<file path="src/rtl/ita_pkg.sv">
/*
  Shared tile geometry and types of the tile-sequencing controller.
  Dimensions are 8 bit and must be at least 1. Tile counts saturate at 32.
*/

package ita_pkg;

  // tile geometry
  localparam int unsigned TileRows     = 8;  // rows and columns of one tile
  localparam int unsigned Lanes        = 4;  // elements per beat
  localparam int unsigned BeatsPerTile = TileRows * TileRows / Lanes;

  // output beats allowed in flight downstream
  localparam int unsigned FifoDepth = 4;

  localparam int unsigned BiasLaneW = 24;

  typedef logic [7:0] dim_t;
  typedef logic [7:0] counter_t;

  typedef logic signed [BiasLaneW-1:0] bias_lane_t;

  typedef enum logic [1:0] {
    Linear      = 2'd0,
    Feedforward = 2'd1
  } layer_e;

  typedef enum logic [1:0] {
    Idle   = 2'd0,
    MatMul = 2'd1,
    F1     = 2'd2,
    F2     = 2'd3
  } step_e;

  // ceil(d / TileRows)
  function automatic counter_t tile_count(dim_t d);
    counter_t whole;
    logic     part;
    whole = counter_t'(d / TileRows);
    part  = (d % TileRows) != 0;
    return whole + counter_t'(part);
  endfunction

endpackage

</file>
<file path="src/rtl/ita_ctrl_top.sv">
/*
  Linear and feedforward tile controller. Padded lanes follow the accepted
  beat by one cycle. Dimensions must be held stable while busy_o is high.
*/

module ita_ctrl_top
  import ita_pkg::*;
(
  input  logic                   clk_i,
  input  logic                   rst_ni,
  input  logic                   start_i,
  input  layer_e                 layer_i,
  input  dim_t                   seq_length_i,
  input  dim_t                   embed_size_i,
  input  dim_t                   proj_space_i,
  input  dim_t                   ff_size_i,
  input  logic                   inp_valid_i,
  input  logic                   weight_valid_i,
  input  logic                   bias_valid_i,
  output logic                   inp_ready_o,
  output logic                   weight_ready_o,
  output logic                   bias_ready_o,
  input  logic                   oup_valid_i,
  input  logic                   oup_ready_i,
  input  bias_lane_t [Lanes-1:0] bias_i,
  input  logic                   requant_add_i,
  output step_e                  step_o,
  output logic                   busy_o,
  output logic                   calc_en_o,
  output logic                   first_inner_tile_o,
  output logic                   last_inner_tile_o,
  output counter_t               tile_x_o,
  output counter_t               tile_y_o,
  output counter_t               inner_tile_o,
  output bias_lane_t [Lanes-1:0] bias_pad_o,
  output logic [Lanes-1:0]       requant_add_o,
  output logic                   pad_valid_o
);

  counter_t inner_lim, x_lim, y_lim, beat;
  dim_t     first_dim, second_dim;
  logic     step_done;

  ita_step_decode u_decode (
    .clk_i, .rst_ni, .start_i, .layer_i,
    .seq_length_i, .embed_size_i, .proj_space_i, .ff_size_i,
    .step_done_i  (step_done),
    .step_o,
    .inner_lim_o  (inner_lim),
    .x_lim_o      (x_lim),
    .y_lim_o      (y_lim),
    .first_dim_o  (first_dim),
    .second_dim_o (second_dim)
  );

  ita_tile_sequencer u_sequencer (
    .clk_i, .rst_ni,
    .step_i      (step_o),
    .inner_lim_i (inner_lim),
    .x_lim_i     (x_lim),
    .y_lim_i     (y_lim),
    .inp_valid_i, .weight_valid_i, .bias_valid_i, .oup_valid_i, .oup_ready_i,
    .inp_ready_o, .weight_ready_o, .bias_ready_o, .calc_en_o,
    .first_inner_tile_o, .last_inner_tile_o,
    .beat_o      (beat),
    .inner_tile_o, .tile_x_o, .tile_y_o,
    .step_done_o (step_done)
  );

  ita_edge_pad #(.lane_t(bias_lane_t)) u_bias_pad (
    .clk_i, .rst_ni,
    .accept_i (calc_en_o), .beat_i (beat), .tile_x_i (tile_x_o), .tile_y_i (tile_y_o),
    .first_dim_i (first_dim), .second_dim_i (second_dim),
    .lanes_i  (bias_i),
    .lanes_o  (bias_pad_o),
    .valid_o  (pad_valid_o)
  );

  // one requant flag per beat, spread over all lanes
  ita_edge_pad #(.lane_t(logic)) u_requant_pad (
    .clk_i, .rst_ni,
    .accept_i (calc_en_o), .beat_i (beat), .tile_x_i (tile_x_o), .tile_y_i (tile_y_o),
    .first_dim_i (first_dim), .second_dim_i (second_dim),
    .lanes_i  ({Lanes{requant_add_i}}),
    .lanes_o  (requant_add_o),
    .valid_o  ()  // same timing as u_bias_pad
  );

  assign busy_o = (step_o != Idle);

endmodule

</file>
<file path="src/rtl/ita_edge_pad.sv">
/*
  Zeroes lanes of an accepted beat that lie past the matrix edge.
  lane_t must be a packed type. lanes_o holds its value between beats.
*/

module ita_edge_pad
  import ita_pkg::*;
#(
  parameter type lane_t = logic
) (
  input  logic              clk_i,
  input  logic              rst_ni,
  input  logic              accept_i,
  input  counter_t          beat_i,
  input  counter_t          tile_x_i,
  input  counter_t          tile_y_i,
  input  dim_t              first_dim_i,
  input  dim_t              second_dim_i,
  input  lane_t [Lanes-1:0] lanes_i,
  output lane_t [Lanes-1:0] lanes_o,
  output logic              valid_o
);

  logic [15:0]       row, col_base;
  lane_t [Lanes-1:0] lanes_d, lanes_q;
  logic              valid_q;

  // low beat bits pick the row, high bits the column chunk
  assign row      = 16'(tile_y_i * TileRows + beat_i % TileRows);
  assign col_base = 16'(tile_x_i * TileRows + (beat_i / TileRows) * Lanes);

  always_comb begin
    lanes_d = lanes_i;
    for (int i = 0; i < Lanes; i++) begin
      if (row >= 16'(first_dim_i) || col_base + 16'(i) >= 16'(second_dim_i)) begin
        lanes_d[i] = '0;
      end
    end
  end

  always_ff @(posedge clk_i) begin
    if (accept_i) lanes_q <= lanes_d;
  end

  always_ff @(posedge clk_i or negedge rst_ni) begin
    if (!rst_ni) begin
      valid_q <= 1'b0;
    end else begin
      valid_q <= accept_i;
    end
  end

  assign lanes_o = lanes_q;
  assign valid_o = valid_q;

endmodule

</file>
<file path="src/rtl/ita_step_decode.sv">
/*
  Step FSM of the controller. start_i is ignored unless the FSM is idle.
  Dimensions must stay stable while a step runs.
*/

module ita_step_decode
  import ita_pkg::*;
(
  input  logic     clk_i,
  input  logic     rst_ni,
  input  logic     start_i,
  input  layer_e   layer_i,
  input  dim_t     seq_length_i,
  input  dim_t     embed_size_i,
  input  dim_t     proj_space_i,
  input  dim_t     ff_size_i,
  input  logic     step_done_i,
  output step_e    step_o,
  output counter_t inner_lim_o,
  output counter_t x_lim_o,
  output counter_t y_lim_o,
  output dim_t     first_dim_o,
  output dim_t     second_dim_o
);

  step_e step_d, step_q;

  always_comb begin
    step_d = step_q;
    unique case (step_q)
      Idle: begin
        if (start_i) begin
          step_d = (layer_i == Feedforward) ? F1 : MatMul;
        end
      end
      MatMul: if (step_done_i) step_d = Idle;
      F1:     if (step_done_i) step_d = F2;
      F2:     if (step_done_i) step_d = Idle;
      default: step_d = Idle;
    endcase
  end

  always_ff @(posedge clk_i or negedge rst_ni) begin
    if (!rst_ni) begin
      step_q <= Idle;
    end else begin
      step_q <= step_d;
    end
  end

  // loop limits and padding edge of the running step
  always_comb begin
    inner_lim_o  = '0;
    x_lim_o      = '0;
    second_dim_o = '0;
    unique case (step_q)
      MatMul: begin
        inner_lim_o  = tile_count(embed_size_i);
        x_lim_o      = tile_count(proj_space_i);
        second_dim_o = proj_space_i;
      end
      F1: begin
        inner_lim_o  = tile_count(embed_size_i);
        x_lim_o      = tile_count(ff_size_i);
        second_dim_o = ff_size_i;
      end
      F2: begin
        inner_lim_o  = tile_count(ff_size_i);
        x_lim_o      = tile_count(embed_size_i);
        second_dim_o = embed_size_i;
      end
      default: ;  // idle, nothing runs
    endcase
  end

  assign y_lim_o     = tile_count(seq_length_i);  // rows are always the sequence
  assign first_dim_o = seq_length_i;
  assign step_o      = step_q;

endmodule

</file>
<file path="src/rtl/ita_tile_sequencer.sv">
/*
  Beat gating and tile counters. The readies keep the reference's cross-wired
  valid/ready strobes. The downstream FIFO must never be popped while empty.
*/

module ita_tile_sequencer
  import ita_pkg::*;
(
  input  logic     clk_i,
  input  logic     rst_ni,
  input  step_e    step_i,
  input  counter_t inner_lim_i,
  input  counter_t x_lim_i,
  input  counter_t y_lim_i,
  input  logic     inp_valid_i,
  input  logic     weight_valid_i,
  input  logic     bias_valid_i,
  input  logic     oup_valid_i,
  input  logic     oup_ready_i,
  output logic     inp_ready_o,
  output logic     weight_ready_o,
  output logic     bias_ready_o,
  output logic     calc_en_o,
  output logic     first_inner_tile_o,
  output logic     last_inner_tile_o,
  output counter_t beat_o,
  output counter_t inner_tile_o,
  output counter_t tile_x_o,
  output counter_t tile_y_o,
  output logic     step_done_o
);

  counter_t beat_d, beat_q;
  counter_t inner_d, inner_q;
  counter_t tile_x_d, tile_x_q;
  counter_t tile_y_d, tile_y_q;
  counter_t occ_d, occ_q;  // output beats in flight

  logic beat_open, accept;
  logic push, pop;
  logic tile_end, inner_end, row_end, step_end;

  assign beat_open = (step_i != Idle) && (occ_q < counter_t'(FifoDepth));

  assign inp_ready_o    = beat_open & weight_valid_i;
  assign weight_ready_o = beat_open & inp_valid_i;
  assign bias_ready_o   = beat_open & weight_valid_i;

  assign accept    = beat_open & inp_valid_i & weight_valid_i & bias_valid_i;
  assign calc_en_o = accept;

  assign first_inner_tile_o = (inner_q == '0);
  assign last_inner_tile_o  = (inner_q == inner_lim_i - 1'b1);

  assign tile_end    = (beat_q == counter_t'(BeatsPerTile - 1));
  assign inner_end   = tile_end & last_inner_tile_o;
  assign row_end     = inner_end & (tile_x_q == x_lim_i - 1'b1);
  assign step_end    = row_end & (tile_y_q == y_lim_i - 1'b1);
  assign step_done_o = accept & step_end;

  always_comb begin
    beat_d   = beat_q;
    inner_d  = inner_q;
    tile_x_d = tile_x_q;
    tile_y_d = tile_y_q;
    if (step_i == Idle || step_done_o) begin  // next step starts from zero
      beat_d   = '0;
      inner_d  = '0;
      tile_x_d = '0;
      tile_y_d = '0;
    end else if (accept) begin
      beat_d = beat_q + 1'b1;
      if (tile_end) begin
        beat_d  = '0;
        inner_d = inner_q + 1'b1;
        if (last_inner_tile_o) begin
          inner_d  = '0;
          tile_x_d = tile_x_q + 1'b1;
          if (row_end) begin
            tile_x_d = '0;
            tile_y_d = tile_y_q + 1'b1;
          end
        end
      end
    end
  end

  // only the last inner tile produces an output beat
  assign push = accept & last_inner_tile_o;
  assign pop  = oup_valid_i & oup_ready_i;

  always_comb begin
    unique case ({push, pop})
      2'b10:   occ_d = occ_q + 1'b1;
      2'b01:   occ_d = occ_q - 1'b1;
      default: occ_d = occ_q;  // push and pop cancel
    endcase
  end

  always_ff @(posedge clk_i or negedge rst_ni) begin
    if (!rst_ni) begin
      beat_q   <= '0;
      inner_q  <= '0;
      tile_x_q <= '0;
      tile_y_q <= '0;
      occ_q    <= '0;
    end else begin
      beat_q   <= beat_d;
      inner_q  <= inner_d;
      tile_x_q <= tile_x_d;
      tile_y_q <= tile_y_d;
      occ_q    <= occ_d;
    end
  end

  assign beat_o       = beat_q;
  assign inner_tile_o = inner_q;
  assign tile_x_o     = tile_x_q;
  assign tile_y_o     = tile_y_q;

endmodule

</file>
<file path="config.mk">
export PLATFORM = sky130hd
export DESIGN_NAME = ita_ctrl_top
export DESIGN_NICKNAME = d
export VERILOG_FILES = /design/src/rtl/ita_pkg.sv /design/src/rtl/ita_ctrl_top.sv /design/src/rtl/ita_edge_pad.sv /design/src/rtl/ita_step_decode.sv /design/src/rtl/ita_tile_sequencer.sv
export SDC_FILE = /design/constraint.sdc
export NUM_CORES = 1
export LEC_CHECK = 0
export ABC_AREA = 1
export BUFFER_PORTS_ARGS = -buffer_cell sky130_fd_sc_hd__buf_2
export CAP_MARGIN = 5
export CORE_MARGIN = 5
export CORE_UTILIZATION = 52
export DETAILED_ROUTE_END_ITERATION = 12
export PLACE_DENSITY_LB_ADDON = 0.12
export SLEW_MARGIN = 20
export SYNTH_ARGS = -nofsm -noshare
export SYNTH_HDL_FRONTEND = slang
export SYNTH_SLANG_ARGS = --single-unit
export TNS_END_PERCENT = 5
</file>
<file path="constraint.sdc">
create_clock -name clk_i -period 8.6 [get_ports clk_i]
set_input_delay 2.15 -clock clk_i [delete_from_list [all_inputs] [get_ports clk_i]]
set_output_delay 2.15 -clock clk_i [all_outputs]
set_load 0.1 [all_outputs]
</file>
**Word level (Yosys, flattened, before mapping)**

Index checks and enable logic that the tools add are counted.

- Bitwise logic cells: 10
- Add/sub/neg operators: 18
- Magnitude comparators: 6
- Multiplexer cells: 26
- Reduce and logical (&&, ||, !) cells: 24
- Eq/ne operators: 13

Operators by type and width:

| cell | number |
|---|---|
| $mux W8 | 17 |
| $reduce_bool A32 Y1 | 4 |
| $ge A16 B8 Y1 | 3 |
| $pmux W8 S3 | 2 |
| $add A8 B1 Y8 const B | 5 |
| $pmux W8 S2 | 2 |
| $add A12 B2 Y13 const B | 2 |
| $add A5 B1 Y6 | 4 |
| $eq A8 B8 Y1 | 3 |
| $ge A12 B8 Y1 | 2 |
| $sub A8 B1 Y8 const B | 3 |
| $add A12 B1 Y13 const B | 1 |
| $add A11 B3 Y12 | 1 |
| $add A11 B7 Y12 | 1 |
| $reduce_bool A2 Y1 | 6 |
| $and A1 B1 Y1 | 10 |
| $eq A8 B4 Y1 const B | 1 |
| $logic_not A8 Y1 | 1 |
| $lt A8 B3 Y1 const B | 1 |
| $mux W2 | 4 |
| $sub A6 B1 Y7 const B | 1 |
| $eq A2 B1 Y1 const B | 3 |
| $eq A2 B2 Y1 const B | 3 |
| $pmux W2 S3 | 1 |
| 9 further kinds | 16 |

- Word-level logic and storage cells: 112
- Flip-flop bits (word level): 143
- Input port bits: 139

**Logic depth before layout (Yosys ltp)**

- Depth after elaboration: 12
- Gate-level depth with buffers: 31
- Gate-level depth less buffers: 30

**By module**

Synthesis repeated with hierarchy kept, for this count alone.

- Cells, all modules: 1282
- Area, all modules: 10073.4 sq um

Modules (own cells, without submodules):

| module | cells an instance | area each (sq um) | times used | sequential area each (sq um) |
|---|---|---|---|---|
| ita_edge_pad at u_bias_pad | 408 | 4529.3 | 1 | 2907.8 |
| ita_tile_sequencer | 554 | 3583.4 | 1 | 1001.0 |
| ita_step_decode | 198 | 1084.8 | 1 | 50.0 |
| ita_edge_pad at u_requant_pad | 119 | 864.6 | 1 | 145.1 |
| ita_ctrl_top | 3 | 11.3 | 1 | 0.0 |

**Worst setup path after synthesis**

No wires, ideal clock.

- Path type: input port to flip-flop
- From: input port inp_valid_i
- To: register u_sequencer.occ_q[7]
- Buffers on the path: 1
- Library setup time: 79 ps
- Path slack: 388 ps
- Stages on the path: 19
- Arrival: 8132 ps
- Cells stage by stage: nand2_1 > inv_1 > nand3_1 > inv_1 > nand3_1 > clkbuf_1 > ha_1 > ha_1 > a21oi_1 > nor2_1 > o21ai_0 > nand2_1 > a21oi_1 > or2_2 > nand2_1 > a21oi_1 > o21ai_0 > a21oi_1 > xor2_1

- Longest elaborated chain between the ends: 6
- Elaborated cells between the ends (all ways): 8
- Those cells by class: eq/ne (2); mux (1); bitwise (4); reduce/logical (1)

Ends and longest elaborated chain:

| item | RTL line | source |
|---|---|---|
| from (decl) | ita_ctrl_top.sv:17 | `input logic inp_valid_i,` |
| $and A1 B1 Y1 * | -- |  |
| via weight_ready_o | ita_ctrl_top.sv:21 | `output logic weight_ready_o,` |
| $and A1 B1 Y1 * (2 in series) | ita_tile_sequencer.sv:49 | `assign accept = beat_open & inp_valid_i & weight_valid_i & bias_valid_i;` |
| via calc_en_o | ita_ctrl_top.sv:29 | `output logic calc_en_o,` |
| $and A1 B1 Y1 * | ita_tile_sequencer.sv:89 | `assign push = accept & last_inner_tile_o;` |
| $eq A2 B1 Y1 or $eq A2 B2 Y1 (tied branches) | ita_tile_sequencer.sv:93 | `unique case ({push, pop})` |
| $pmux W8 S2 or $reduce_bool A2 Y1 (tied branches) | -- |  |
| to (signal assigned) | ita_tile_sequencer.sv:106 | `occ_q <= '0;` |
| to (signal assigned) | ita_tile_sequencer.sv:112 | `occ_q <= occ_d;` |
| to (decl) | ita_tile_sequencer.sv:37 | `counter_t occ_d, occ_q;` |

The timed path passes the listed nets; every way through them passes the cells marked *.
A chain may end at the register's enable or synchronous reset.

**Worst setup path after layout**

- From: input port embed_size_i[2]
- To: output port last_inner_tile_o

- Longest elaborated chain between the ends: 5

Ends and longest elaborated chain:

| item | RTL line | source |
|---|---|---|
| from (decl) | ita_ctrl_top.sv:14 | `input dim_t embed_size_i,` |
| $reduce_bool A32 Y1 | ita_pkg.sv:40 | `part = (d % TileRows) != 0;` |
| $add A5 B1 Y6 | ita_pkg.sv:41 | `return whole + counter_t'(part);` |
| $pmux W8 S2 | ita_step_decode.sv:56 | `unique case (step_q)` |
| $sub A8 B1 Y8 | ita_tile_sequencer.sv:53 | `assign last_inner_tile_o = (inner_q == inner_lim_i - 1'b1);` |
| $eq A8 B8 Y1 | ita_tile_sequencer.sv:53 |  |
| to (decl) | ita_ctrl_top.sv:31 | `output logic last_inner_tile_o,` |

No other way between the ends.

==> results by group <==
Power
  – Peak VDD IR: 0.2146 mV
  – Sequential share of power: 0.311
  – Int Pwr: 0.001638 W
  – Comb power frac: 0.416
  – Design Power: 0.002854 W
  – Leakage power: 5.845 nW
  – Sw frac: 0.4261
  – NetSw: 0.001216 W
  – Pwr Density: 259.1 mW/mm2
  – Clk pwr share: 0.273

Critical path
  – Data arrival time of the critical path: 5.06 ns
  – Critical path origin: embed_size_i[2]
  – Critical path's largest stage delay: 0.43 ns
  – Most frequent CP cell: nand2_1
  – Kind of critical path: input pin to primary output
  – Crit-path slowest cell: buf_2
  – Crit path buffers/inverters: 3
  – CP Launch Type: input pin
  – Crit. End Element: primary output
  – Worst EP required: 6.45 ns
  – Crit-path cells: buf_2, or3_1, ha_1, nand2_1, nand3_1, nand2_1, nand2_1, ha_1, xor2_1, o21ai_0, a21oi_1, nand2_1, nor2_1, nand3_1, nor2_2, nand2_2, inv_1, buf_2
  – Reg2reg start: u_decode.step_o[0]
  – Crit path max-delay family: simple AND/OR/NAND/NOR gates
  – Largest fanout on the critical path: 11

Finish
  – Layout area overhead: 24.04%
  – Fillcell total: 1493
  – Ant diodes: 0
  – Post-Route Utilization: 0.6617
  – Fin nets: 1544
  – Share of cells above drive strength 1: 0.2504

Detailed routing
  – DR vias: 7953
  – DRC: 0
  – WL/cell: 15.29 um
  – Drt pass-1 iters: 5
  – Final antenna-violating net count: 0
  – Post-DR vias/cell: 5.002
  – Routed Wire Length: 24310 um
  – Initial drt markers: 363

Clocking
  – Clk sinks: 143
  – TritonCTS buffer count: 17
  – CTS tree: yes
  – Clock transition at path regs: 0.07 ns
  – CTS Buffer Depth: 2
  – Clock root cell: clkbuf_16
  – H-tree depth: 4
  – # Post-CTS Setup Buffers: 0
  – Hold_buf cts: 0
  – # resized after CTS: 0
  – Later-pin clock latency in the skew report: 0.43 ns

Die
  – Die W: 140.7 um
  – Die Area: 0.01979 mm2
  – Chip height: 140.7 um
  – Rows: 47
  – Initial core utilization: 0.5334
  – # IOs: 273
  – Core box area: 0.01664 mm2

Synthesis
  – Mapped Area: 0.008877 mm2
  – Dominant synthesized flop cell: edfxtp_1
  – Synthesized flop and latch total: 143
  – Sequential share of the synthesized area: 0.4595
  – Dominant cell type by area after synthesis: edfxtp_1
  – Top cells by area, synth: edfxtp_1, dfrtp_1, nand2_1, inv_1, nor2_1
  – Syn nets: 1285
  – Asr flop ratio synth: 0.3007
  – Post-synth top area share: 0.3383
  – Syn Area/Cell: 8.085 um2
  – Post-synth EDFFs: 100
  – Distinct cell type count after synthesis: 46
  – Synth Instances: 1098
  – Synthesis Warnings: 0

Timing
  – Hold Vio Cnt, Final: 0
  – Fin worst setup slack: 1.394 ns
  – Setup TNS: 0 ns
  – Layout Skew: 0.01016 ns
  – Slew @ Worst Pin: 1.031 ns
  – Worst slew margin: 0.3129
  – Period utilisation layout: 0.8379
  – Min cycle time layout: 7.206 ns
  – Finish-stage setup viols: 0
  – Pins Over Slew Limit: 0
  – RSZ-0062 raised after global routing: no
  – Fmax: 138.8 MHz

Placement
  – Dpl ws: 1.426 ns
  – Buffers on Ports: 272
  – Final Wtd Congestion: 0.8940
  – Detailed Place HPWL: 18570 um

GRT
  – First-pass GRT wire length: 38710 um
  – Vias in the first global route: 7570
  – GR Util All Layers: 0.2430
  – Initial antenna violation count: 0
  – GR Overflow Total: 0
  – Largest net degree at the start of global routing: 85

Worst hold path
  – Min-delay src: u_sequencer.occ_q[7]
  – Hold WC Path Type: flop to flop

Status
  – Outcome: finished clean

Flow run
  – Max-Cap Viols: 0
-- registers in the layout, indices dropped and copies added, names as in the netlist --
| name | flops |
|---|---|
| u_sequencer.tile_x_o | 8 |
| u_sequencer.inner_tile_o | 8 |
| u_bias_pad.lanes_o | 96 |
| u_sequencer.tile_y_o | 8 |
| u_decode.step_o | 2 |
| u_sequencer.occ_q | 8 |
| u_sequencer.beat_o | 8 |
| u_requant_pad.lanes_o | 4 |
| u_bias_pad.valid_o | 1 |
-- cells in the mapped netlist (all sizes together), types with 2 or more instances --
cell	n
nor3	6
or2	7
or3	2
o211ai	5
fa	2
o2111ai	16
nor3b	2
edfxtp	100
buf	12
o21ai	31
xnor2	6
a21boi	2
nor4	4
ha	46
and2	2
o21bai	2
inv	195
o21a	2
nand2	249
a21oi	23
clkbuf	22
dfrtp	43
nor2	162
xor2	25
o31ai	2
nand4	19
nand3b	6
nand3	101
-- layer usage --
metal	up-vias	track usage	wire [um]
met5	-	0	0
met4	0	0.08873	645
met3	41	0.05113	1593
met2	257	0.4138	11930
met1	3592	0.3060	10140
li1	4063	-	-
-- cells in the final DEF (no fill, tap or decap), types with 3 or more instances in the layout --
master / count
buf_2: 271
nand2_1: 239
inv_1: 190
nor2_1: 157
nand3_1: 100
edfxtp_1: 100
ha_1: 46
dfrtp_1: 43
xor2_1: 25
a21oi_1: 23
nand4_1: 19
o21ai_0: 18
clkbuf_16: 17
o2111ai_1: 16
o21ai_1: 8
or2_2: 7
xnor2_1: 6
nand2_2: 6
nand3b_1: 6
nor3_1: 6
inv_6: 5
inv_2: 4
nor2_2: 4
nand2_4: 4
inv_8: 4
o211ai_1: 3
nor4_1: 3
o21ai_2: 3
buf_4: 3
-- kinds of logic after synthesis --
kind of cell / Yosys count / synth area share
buf+inv: 229 / 0.1015
compound gates: 86 / 0.06328
simple gates: 560 / 0.2731
fa+ha+maj: 48 / 0.06934
flops: 143 / 0.4595
xor+xnor: 32 / 0.03326
-- layout make-up --
cell class                 count  area [um2]  area share
sequential                   143        4079      0.3704
multi-input combinational    726        3924      0.3563
timing repair buffer         274        1379      0.1252
inverter                     195       734.5     0.06670
clock buffer                  17       425.4     0.03863
tap                          220       275.3     0.02500
clock inverter                15       195.2     0.01773
-- worst paths after layout --
check / end / slack (ns) / cells after the start
worst max register to register: u_sequencer.occ_q[7] / 3.32 / 24
max in group asynchronous: u_decode.step_o[0] / 6.49 / 1
min in group asynchronous: u_sequencer.occ_q[0] / 1.72 / 1
worst min register to register: u_sequencer.occ_q[7] / 0.47 / 1
worst min-delay path: u_sequencer.occ_q[7] / 0.47 / 1
worst max-delay path: last_inner_tile_o / 1.39 / 18
-- power groups by stage --
| stage | Clock (W) | Combinational [W] | Sequential, W |
|---|---|---|---|
| 2_1_floorplan | 0 | 0.000847 | 0.000977 |
| 3_3_place_gp | 0 | 0.00117 | 0.000901 |
| 3_5_place_dp | 0 | 0.00119 | 0.000901 |
| 4_1_cts | 0.000789 | 0.00119 | 0.000887 |
| 5_1_grt | 0.000824 | 0.00134 | 0.000891 |
| 6_report | 0.000779 | 0.00119 | 0.000887 |
-- per-stage QoR --
stage / std cells / hold slack, ns / cell area (um2)
2_1_floorplan: 1098 / 0.4416 / 8877
3_3_place_gp: 1558 / 0.4646 / 10370
3_5_place_dp: 1558 / 0.4575 / 10370
4_1_cts: 1590 / 0.4732 / 10990
5_1_grt: 1590 / 0.5023 / 11010
6_report: 1590 / 0.4725 / 11010
Power figures use the tool's default switching activity.
